--- src/hw/rv_mini_params.svh ---
`ifndef RV_MINI_PARAMS_SVH
`define RV_MINI_PARAMS_SVH

// first fetch address out of reset
`define RV_MINI_RESET_PC 32'h0000_0000

// architectural integer registers, x0 included
`define RV_MINI_NUM_REGS 32

`endif
--- src/hw/rv_mini_pkg.sv ---
package rv_mini_pkg;

    typedef logic [31:0] word_t;    // data, address or instruction
    typedef logic [4:0]  reg_idx_t;

    // fixed class codes, 6 left unused
    typedef enum logic [2:0] {
        CLS_I = 3'd0,
        CLS_N = 3'd1,
        CLS_U = 3'd2,
        CLS_R = 3'd3,
        CLS_S = 3'd4,
        CLS_J = 3'd5,
        CLS_X = 3'd7     // unknown opcode
    } inst_class_e;

    typedef enum logic [3:0] {
        ADD, SUB, SLL, SLT, SLTU, XOR, SRL, SRA, OR, AND
    } alu_op_e;

    // same encoding as funct3 of sb/sh/sw
    typedef enum logic [1:0] {
        BYTE = 2'd0,
        HALF = 2'd1,
        WORD = 2'd2
    } store_size_e;

    typedef enum logic {
        RUN    = 1'b0,
        HALTED = 1'b1
    } run_state_e;

    typedef struct packed {
        inst_class_e cls;
        alu_op_e     alu_op;
        reg_idx_t    rd;
        reg_idx_t    rs1;
        reg_idx_t    rs2;
        word_t       imm;
        logic        reg_we;
        logic        a_is_pc;     // operand a from pc (auipc)
        logic        b_is_imm;    // operand b from imm
        logic        is_store;
        logic        is_jal;
        logic        is_ecall;
        logic        is_ebreak;
        logic        illegal;
        store_size_e store_size;
    } dec_t;

    typedef struct packed {
        word_t      addr;     // byte address, not aligned
        word_t      wdata;    // already shifted into its lanes
        logic [3:0] wstrb;
    } store_req_t;

endpackage

--- src/hw/rv_mini_top.sv ---
`timescale 1ns/1ps

module rv_mini_top (
    input  logic                    clk,
    input  logic                    rst_n,
    output rv_mini_pkg::word_t      pc,
    input  rv_mini_pkg::word_t      inst,
    output rv_mini_pkg::store_req_t store_req,
    output logic                    store_en,
    output logic                    ecall,
    output logic                    illegal,
    output logic                    halted
);

    rv_mini_pkg::dec_t  dec;
    rv_mini_pkg::word_t rs1_data;
    rv_mini_pkg::word_t rs2_data;
    rv_mini_pkg::word_t alu_result;
    rv_mini_pkg::word_t wb_data;
    logic               reg_we;

    rv_mini_fetch u_fetch (
        .clk    (clk),
        .rst_n  (rst_n),
        .dec    (dec),
        .pc     (pc),
        .halted (halted)
    );

    rv_mini_decode u_decode (
        .inst (inst),
        .dec  (dec)
    );

    rv_mini_regfile u_regfile (
        .clk      (clk),
        .rst_n    (rst_n),
        .rs1      (dec.rs1),
        .rs2      (dec.rs2),
        .rs1_data (rs1_data),
        .rs2_data (rs2_data),
        .we       (reg_we),
        .rd       (dec.rd),
        .wdata    (wb_data)
    );

    rv_mini_alu u_alu (
        .dec      (dec),
        .pc       (pc),
        .rs1_data (rs1_data),
        .rs2_data (rs2_data),
        .result   (alu_result)
    );

    rv_mini_store u_store (
        .dec      (dec),
        .rs1_data (rs1_data),
        .rs2_data (rs2_data),
        .req      (store_req)
    );

    // jal links the return address
    assign wb_data = dec.is_jal ? pc + 32'd4 : alu_result;

    // nothing retires once halted
    assign reg_we   = dec.reg_we & ~halted;
    assign store_en = dec.is_store & ~halted;
    assign ecall    = dec.is_ecall & ~halted;
    assign illegal  = dec.illegal & ~halted;

endmodule

--- src/hw/rv_mini_store.sv ---
`timescale 1ns/1ps

module rv_mini_store (
    input  rv_mini_pkg::dec_t       dec,
    input  rv_mini_pkg::word_t      rs1_data,
    input  rv_mini_pkg::word_t      rs2_data,
    output rv_mini_pkg::store_req_t req
);

    rv_mini_pkg::word_t addr;
    logic [1:0]         lane;

    assign addr = rs1_data + dec.imm;
    assign lane = addr[1:0];

    always_comb begin
        req.addr  = addr;                        // word address comes from the environment
        req.wdata = rs2_data << {lane, 3'b000};  // move data into its byte lane
        case (dec.store_size)
            rv_mini_pkg::BYTE: req.wstrb = 4'b0001 << lane;
            // a misaligned half just lands where the address points
            rv_mini_pkg::HALF: req.wstrb = 4'b0011 << lane;
            default:           req.wstrb = 4'b1111;
        endcase
    end

endmodule

--- src/hw/rv_mini_fetch.sv ---
`timescale 1ns/1ps

`include "rv_mini_params.svh"

module rv_mini_fetch (
    input  logic               clk,
    input  logic               rst_n,
    input  rv_mini_pkg::dec_t  dec,
    output rv_mini_pkg::word_t pc,
    output logic               halted
);

    rv_mini_pkg::run_state_e state_q;
    rv_mini_pkg::run_state_e state_d;
    rv_mini_pkg::word_t      pc_q;
    rv_mini_pkg::word_t      pc_d;

    always_comb begin
        state_d = state_q;
        pc_d    = pc_q;
        if (state_q == rv_mini_pkg::RUN) begin
            if (dec.is_ebreak) begin
                state_d = rv_mini_pkg::HALTED;  // pc stays on the ebreak
            end else if (dec.is_jal) begin
                pc_d = pc_q + dec.imm;
            end else begin
                pc_d = pc_q + 32'd4;  // ecall and illegal fall through too
            end
        end
    end

    always_ff @(posedge clk or negedge rst_n) begin
        if (!rst_n) begin
            state_q <= rv_mini_pkg::RUN;
            pc_q    <= `RV_MINI_RESET_PC;
        end else begin
            state_q <= state_d;
            pc_q    <= pc_d;
        end
    end

    assign pc     = pc_q;
    assign halted = (state_q == rv_mini_pkg::HALTED);

endmodule

--- src/hw/rv_mini_alu.sv ---
`timescale 1ns/1ps

module rv_mini_alu (
    input  rv_mini_pkg::dec_t  dec,
    input  rv_mini_pkg::word_t pc,
    input  rv_mini_pkg::word_t rs1_data,
    input  rv_mini_pkg::word_t rs2_data,
    output rv_mini_pkg::word_t result
);

    rv_mini_pkg::word_t a;
    rv_mini_pkg::word_t b;
    logic [4:0]         shamt;

    assign a     = dec.a_is_pc ? pc : rs1_data;
    assign b     = dec.b_is_imm ? dec.imm : rs2_data;
    assign shamt = b[4:0];  // upper bits ignored, srai flag included

    always_comb begin
        case (dec.alu_op)
            rv_mini_pkg::ADD:  result = a + b;
            rv_mini_pkg::SUB:  result = a - b;
            rv_mini_pkg::SLL:  result = a << shamt;
            rv_mini_pkg::SLT:  result = {31'b0, $signed(a) < $signed(b)};
            rv_mini_pkg::SLTU: result = {31'b0, a < b};
            rv_mini_pkg::XOR:  result = a ^ b;
            rv_mini_pkg::SRL:  result = a >> shamt;
            rv_mini_pkg::SRA:  result = rv_mini_pkg::word_t'($signed(a) >>> shamt);
            rv_mini_pkg::OR:   result = a | b;
            rv_mini_pkg::AND:  result = a & b;
            default:           result = '0;
        endcase
    end

endmodule

--- src/hw/rv_mini_regfile.sv ---
`timescale 1ns/1ps

`include "rv_mini_params.svh"

module rv_mini_regfile (
    input  logic                  clk,
    input  logic                  rst_n,
    input  rv_mini_pkg::reg_idx_t rs1,
    input  rv_mini_pkg::reg_idx_t rs2,
    output rv_mini_pkg::word_t    rs1_data,
    output rv_mini_pkg::word_t    rs2_data,
    input  logic                  we,
    input  rv_mini_pkg::reg_idx_t rd,
    input  rv_mini_pkg::word_t    wdata
);

    rv_mini_pkg::word_t regs [`RV_MINI_NUM_REGS];

    // x0 is never written, so it reads back zero
    always_ff @(posedge clk or negedge rst_n) begin
        if (!rst_n) begin
            for (int i = 0; i < `RV_MINI_NUM_REGS; i++) begin
                regs[i] <= '0;
            end
        end else if (we && rd != '0) begin
            regs[rd] <= wdata;
        end
    end

    assign rs1_data = regs[rs1];  // combinational read
    assign rs2_data = regs[rs2];

endmodule

--- src/hw/rv_mini_decode.sv ---
`timescale 1ns/1ps

module rv_mini_decode (
    input  rv_mini_pkg::word_t inst,
    output rv_mini_pkg::dec_t  dec
);

    logic [6:0]         opcode;
    logic [2:0]         funct3;
    logic [6:0]         funct7;
    rv_mini_pkg::word_t imm_i;
    rv_mini_pkg::word_t imm_s;
    rv_mini_pkg::word_t imm_u;
    rv_mini_pkg::word_t imm_j;
    rv_mini_pkg::alu_op_e op;
    logic               shift_ok;
    logic               r_ok;

    assign opcode = inst[6:0];
    assign funct3 = inst[14:12];
    assign funct7 = inst[31:25];

    assign imm_i = {{20{inst[31]}}, inst[31:20]};
    assign imm_s = {{20{inst[31]}}, inst[31:25], inst[11:7]};
    assign imm_u = {inst[31:12], 12'b0};
    assign imm_j = {{11{inst[31]}}, inst[31], inst[19:12], inst[20], inst[30:21], 1'b0};

    // funct3 picks the operation, bit 30 splits sub and sra
    always_comb begin
        case (funct3)
            3'b000:  op = (opcode == 7'b0110011 && inst[30]) ? rv_mini_pkg::SUB
                                                               : rv_mini_pkg::ADD;
            3'b001:  op = rv_mini_pkg::SLL;
            3'b010:  op = rv_mini_pkg::SLT;
            3'b011:  op = rv_mini_pkg::SLTU;
            3'b100:  op = rv_mini_pkg::XOR;
            3'b101:  op = inst[30] ? rv_mini_pkg::SRA : rv_mini_pkg::SRL;
            3'b110:  op = rv_mini_pkg::OR;
            default: op = rv_mini_pkg::AND;
        endcase
    end

    // immediate shifts carry funct7 in the imm field
    assign shift_ok = (funct3 == 3'b001) ? (funct7 == 7'h00) :
                      (funct3 == 3'b101) ? (funct7 == 7'h00 || funct7 == 7'h20) : 1'b1;
    assign r_ok     = (funct7 == 7'h00) ||
                      (funct7 == 7'h20 && (funct3 == 3'b000 || funct3 == 3'b101));

    always_comb begin
        dec            = '0;
        dec.cls        = rv_mini_pkg::CLS_X;
        dec.alu_op     = op;
        dec.rd         = inst[11:7];
        dec.rs1        = inst[19:15];
        dec.rs2        = inst[24:20];
        dec.store_size = rv_mini_pkg::store_size_e'(funct3[1:0]);
        case (opcode)
            7'b0010011: begin // addi .. srai
                dec.cls      = rv_mini_pkg::CLS_I;
                dec.imm      = imm_i;
                dec.b_is_imm = 1'b1;
                dec.reg_we   = shift_ok;
                dec.illegal  = !shift_ok;
            end
            7'b1110011: begin
                dec.cls       = rv_mini_pkg::CLS_N;
                dec.is_ecall  = (inst[31:7] == 25'h0000000);
                dec.is_ebreak = (inst[31:7] == 25'h0002000);
                dec.illegal   = !(dec.is_ecall || dec.is_ebreak);
            end
            7'b0110111, 7'b0010111: begin // lui, auipc
                dec.cls      = rv_mini_pkg::CLS_U;
                dec.alu_op   = rv_mini_pkg::ADD;
                dec.imm      = imm_u;
                dec.b_is_imm = 1'b1;
                dec.a_is_pc  = opcode[5] ? 1'b0 : 1'b1;
                dec.rs1      = opcode[5] ? 5'd0 : inst[19:15];  // lui adds to x0
                dec.reg_we   = 1'b1;
            end
            7'b0110011: begin
                dec.cls     = rv_mini_pkg::CLS_R;
                dec.reg_we  = r_ok;
                dec.illegal = !r_ok;
            end
            7'b0100011: begin // sb sh sw
                dec.cls      = rv_mini_pkg::CLS_S;
                dec.imm      = imm_s;
                dec.is_store = (funct3 <= 3'b010);
                dec.illegal  = (funct3 > 3'b010);
            end
            7'b1101111: begin
                dec.cls    = rv_mini_pkg::CLS_J;
                dec.imm    = imm_j;
                dec.is_jal = 1'b1;
                dec.reg_we = 1'b1;
            end
            default: dec.illegal = 1'b1;
        endcase
    end

endmodule

--- config.mk ---
export PLATFORM = sky130hd
export DESIGN_NAME = rv_mini_top
export DESIGN_NICKNAME = d
export VERILOG_FILES = /design/src/hw/rv_mini_pkg.sv /design/src/hw/rv_mini_top.sv /design/src/hw/rv_mini_store.sv /design/src/hw/rv_mini_fetch.sv /design/src/hw/rv_mini_alu.sv /design/src/hw/rv_mini_regfile.sv /design/src/hw/rv_mini_decode.sv
export VERILOG_INCLUDE_DIRS = /design/src /design/src/hw
export SDC_FILE = /design/constraint.sdc
export NUM_CORES = 2
export LEC_CHECK = 0
export ABC_AREA = 0
export BUFFER_PORTS_ARGS = -buffer_cell sky130_fd_sc_hd__buf_2
export CAP_MARGIN = 20
export CELL_PAD_IN_SITES_DETAIL_PLACEMENT = 0
export CELL_PAD_IN_SITES_GLOBAL_PLACEMENT = 1
export CORE_MARGIN = 8
export CORE_UTILIZATION = 30
export CTS_CLUSTER_SIZE = 40
export DETAILED_ROUTE_END_ITERATION = 10
export GPL_TIMING_DRIVEN = 0
export HOLD_SLACK_MARGIN = 0.05
export MAX_ROUTING_LAYER = met4
export PLACE_DENSITY_LB_ADDON = 0.1
export SYNTH_ARGS = -nofsm -noshare
export SYNTH_HDL_FRONTEND = slang
export SYNTH_SLANG_ARGS = --single-unit
--- constraint.sdc ---
create_clock -name clk -period 20.1 [get_ports clk]
set_clock_uncertainty 0.2 [all_clocks]
set_input_delay 4.02 -clock clk [delete_from_list [all_inputs] [get_ports clk]]
set_output_delay 4.02 -clock clk [all_outputs]
set_load 0.02 [all_outputs]
==> flow_summary.json <==
{
  "portBuffers": 127,
  "ctsResizeCount": 0,
  "coreArea_um2": 238000,
  "r2r_start": "u_regfile.regs[707]$_DFFE_PN0P_",
  "placed_area_um2": 79000,
  "cts_buffer_depth": 3,
  "syn_to_final_growth_pct": 17.4,
  "holdCritStartpoint": "u_regfile.regs[1013]$_DFFE_PN0P_",
  "pre_cts_slack_ns": 1.98,
  "worst_slew_pin_slew_ns": 1.54,
  "synth_area_um2": 71700,
  "drive_gt1_share_pct": 17.1,
  "holdPathEnd": "u_regfile.regs[1013]$_DFFE_PN0P_",
  "ctsHoldBuffers": 0,
  "fmax_ghz": 0.0554,
  "ys_ff_latch": 1057,
  "postSynthCellCount": 7970,
  "die_x_um": 505,
  "ir_worst_vdd_mv": 0.104,
  "grt_use_total_pct": 46.6,
  "maxSlewHeadroom_pct": -2.51,
  "ys_async_sr_fraction_pct": 100,
  "cts_buffers": 136,
  "crit_required_ns": 15.88,
  "cts.htree.levels": 4,
  "antenna_found_initial": 70,
  "synthTopCellsByArea": "dfrtp_1 37%, mux4_2 10%, nand2_1 7.0%, o21ai_0 6.5%, mux2i_1 3.7%",
  "p_leak_uw": 0.0352,
  "clkTransAtPathRegs_ns": 0.06,
  "hold_class": "register to register",
  "synth_flop_cell": "dfrtp_1",
  "drt_iter0_drc": 12100,
  "drt-total-wl_mm": 601,
  "status": "finished with violations",
  "setup_viol": 0,
  "post_cts_buffers": 0,
  "drc": 0,
  "initial_core_util_pct": 30.2,
  "worstPathArrival_ns": 13.82,
  "place_congestion": 1.10,
  "avgViaCountPerCell": 6.68,
  "synth-seq-area-share_pct": 36.9,
  "grt_overflow": 0,
  "critPathMaxFanout": 12,
  "grt_max_degree": 160,
  "nNetsFinal": 8615,
  "post-route-min-period_ns": 18.04,
  "hpwl_mm": 470,
  "hold_violations": 0,
  "dr.pass1.iters": 7,
  "synth_edf_count": 0,
  "synth_cell_types": 112,
  "vias": 78500,
  "r2r_setup_slack_ns": 8.60,
  "r2r_end": "u_regfile.regs[884]$_DFFE_PN0P_",
  "yosysTopAreaCell": "dfrtp_1",
  "ant_nets": 0,
  "clock-root-buffer": "clkbuf_16",
  "slew_viol_final": 4,
  "fin_setup_tns_ns": 0,
  "synth_nets": 8171,
  "layout_setup_ws_ns": 2.06,
  "finish.instance_area_um2": 84200,
  "grt_pass1_vias": 73600,
  "cts_tree": "done",
  "violations": "slew limit",
  "finalCritPeriodShare_pct": 89.8,
  "powerDensity_nw_per_um2": 82.8,
  "total_power_uw": 6970,
  "post-synth-top-area-fraction_pct": 36.9,
  "yosys_warnings": 0,
  "grt_setup_unrepaired": "no",
  "drv_cap": 0,
  "clock_latency_ns": 0.89,
  "num_rows": 179,
  "start_kind": "primary input",
  "grt_pass1_wl_mm": 768,
  "die_height_um": 505,
  "dieArea_um2": 255000,
  "end_kind": "output pin",
  "syn_area_per_cell_um2": 9.00,
  "wl_per_cell_um": 51.2,
  "holdPathStages": 1,
  "worstSetupPathType": "primary input to output pin",
  "reg2regPathDepth": 23,
  "io_pins": 138,
  "clock_sinks": 1057
}
[worst max path at each step]
| stage | from | end | slack, ns |
|---|---|---|---|
| 4_1_cts | inst[17] | store_req[67] | 1.96 |
| 3_5_place_dp | inst[17] | store_req[67] | 1.98 |
| 3_3_place_gp | rst_n | u_regfile.regs[666]$_DFFE_PN0P_ | -10.40 |
| 6_report | inst[17] | store_req[67] | 2.06 |
| 5_1_grt | inst[17] | store_req[67] | 2.31 |
| 2_1_floorplan | inst[21] | store_req[67] | 7.00 |
[power by group]
part / leakage, uW / switching, uW / internal [uW]
Clock: 0.00235 / 1150 / 1570
Sequential: 0.0147 / 77.4 / 2150
Combinational: 0.0182 / 1580 / 450
[metrics by stage]
step / hold WS (ns) / util, % / instances
detailed placement: 0.277 / 33.2 / 11400
CTS: 0.284 / 35.2 / 11700
global placement: 0.267 / 32.1 / 11300
floorplan: 0.246 / - / 7970
global route: 0.317 / 35.4 / 11700
finish: 0.296 / 35.4 / 11800
[worst max-delay path: stages]
cell and delay (ns):
buf_2 0.38, buf_2 0.67, buf_4 0.58, buf_4 0.58, buf_2 0.73, clkbuf_1 0.91
nor3_1 0.17, o31ai_2 0.30, buf_6 0.20, nand3b_1 0.82, inv_1 0.57, ha_1 0.38
a21o_1 0.21, a21oi_1 0.14, o31ai_1 0.11, a21oi_1 0.28, a211oi_1 0.19, o21ai_0 0.45
o21ai_0 0.27, or4b_2 0.66, a31o_2 0.26, a21oi_1 0.24, xnor2_1 0.26, buf_2 0.26
[cells in the final DEF, fill, tap and decap left out, drive strengths merged, types with 182 or more instances in the layout]
master,synthesis,routed
dfrtp,1057,1057
nor2,398,398
o21ai,1201,1201
mux2i,264,264
nand2,1338,1338
a21oi,423,423
inv,179,182
buf,302,607
mux4,325,325
clkbuf,487,679
[state kept, by name, indices dropped and copies added (netlist names)]
register        flops
u_fetch.pc         32
u_regfile.regs   1024
u_fetch.halted      1
[kinds of logic after synthesis]
family                   after synthesis  synth area share (%)
AO/OA/AOI/OAI                       2699                  23.6
AND/OR/NAND/NOR                     2245                  13.4
flip-flops                          1057                  36.9
buffers and inverters                972                  5.87
multiplexers                         735                  16.2
adder cells (fa/ha/maj)              167                  2.95
XOR/XNOR                              95                  1.16
[layout make-up]
type,instances,area [um2]
Fill cell,24900,154000
Multi-Input combinational cell,5941,41400
Sequential cell,1057,26500
Tap cell,3167,3960
Clock buffer,191,3880
Buffer,789,3570
Timing Repair Buffer,306,3110
Clock inverter,52,988
Inverter,183,691
Antenna cell,66,165
[metal layers]
metal	GRT usage, %	vias up	routed length [um]	share of wire, %
li1	-	30200	-	-
met1	51.3	40400	214000	36
met2	66.3	5898	250000	42
met3	16.0	1981	65700	11
met4	42.5	0	72400	12
met5	-	-	0	0
[synthesized netlist by cell type, drive strengths merged, types with 29 or more instances]
library cell,count
inv,179
o31ai,70
dfrtp,1057
a21oi,423
o22ai,56
nor2,398
or3,29
a21o,54
nand2b,49
a22o,30
mux4,325
o21ai,1201
o21a,33
nor3,127
buf,302
a311oi,31
mux2i,264
a31oi,53
xnor2,67
a22oi,83
a211oi,99
ha,163
nand2,1338
nand3,100
clkbuf,487
o2bb2ai,32
mux2,146
a221oi,100
a21boi,36
o211ai,119
(Power assumes the default switching activity.)
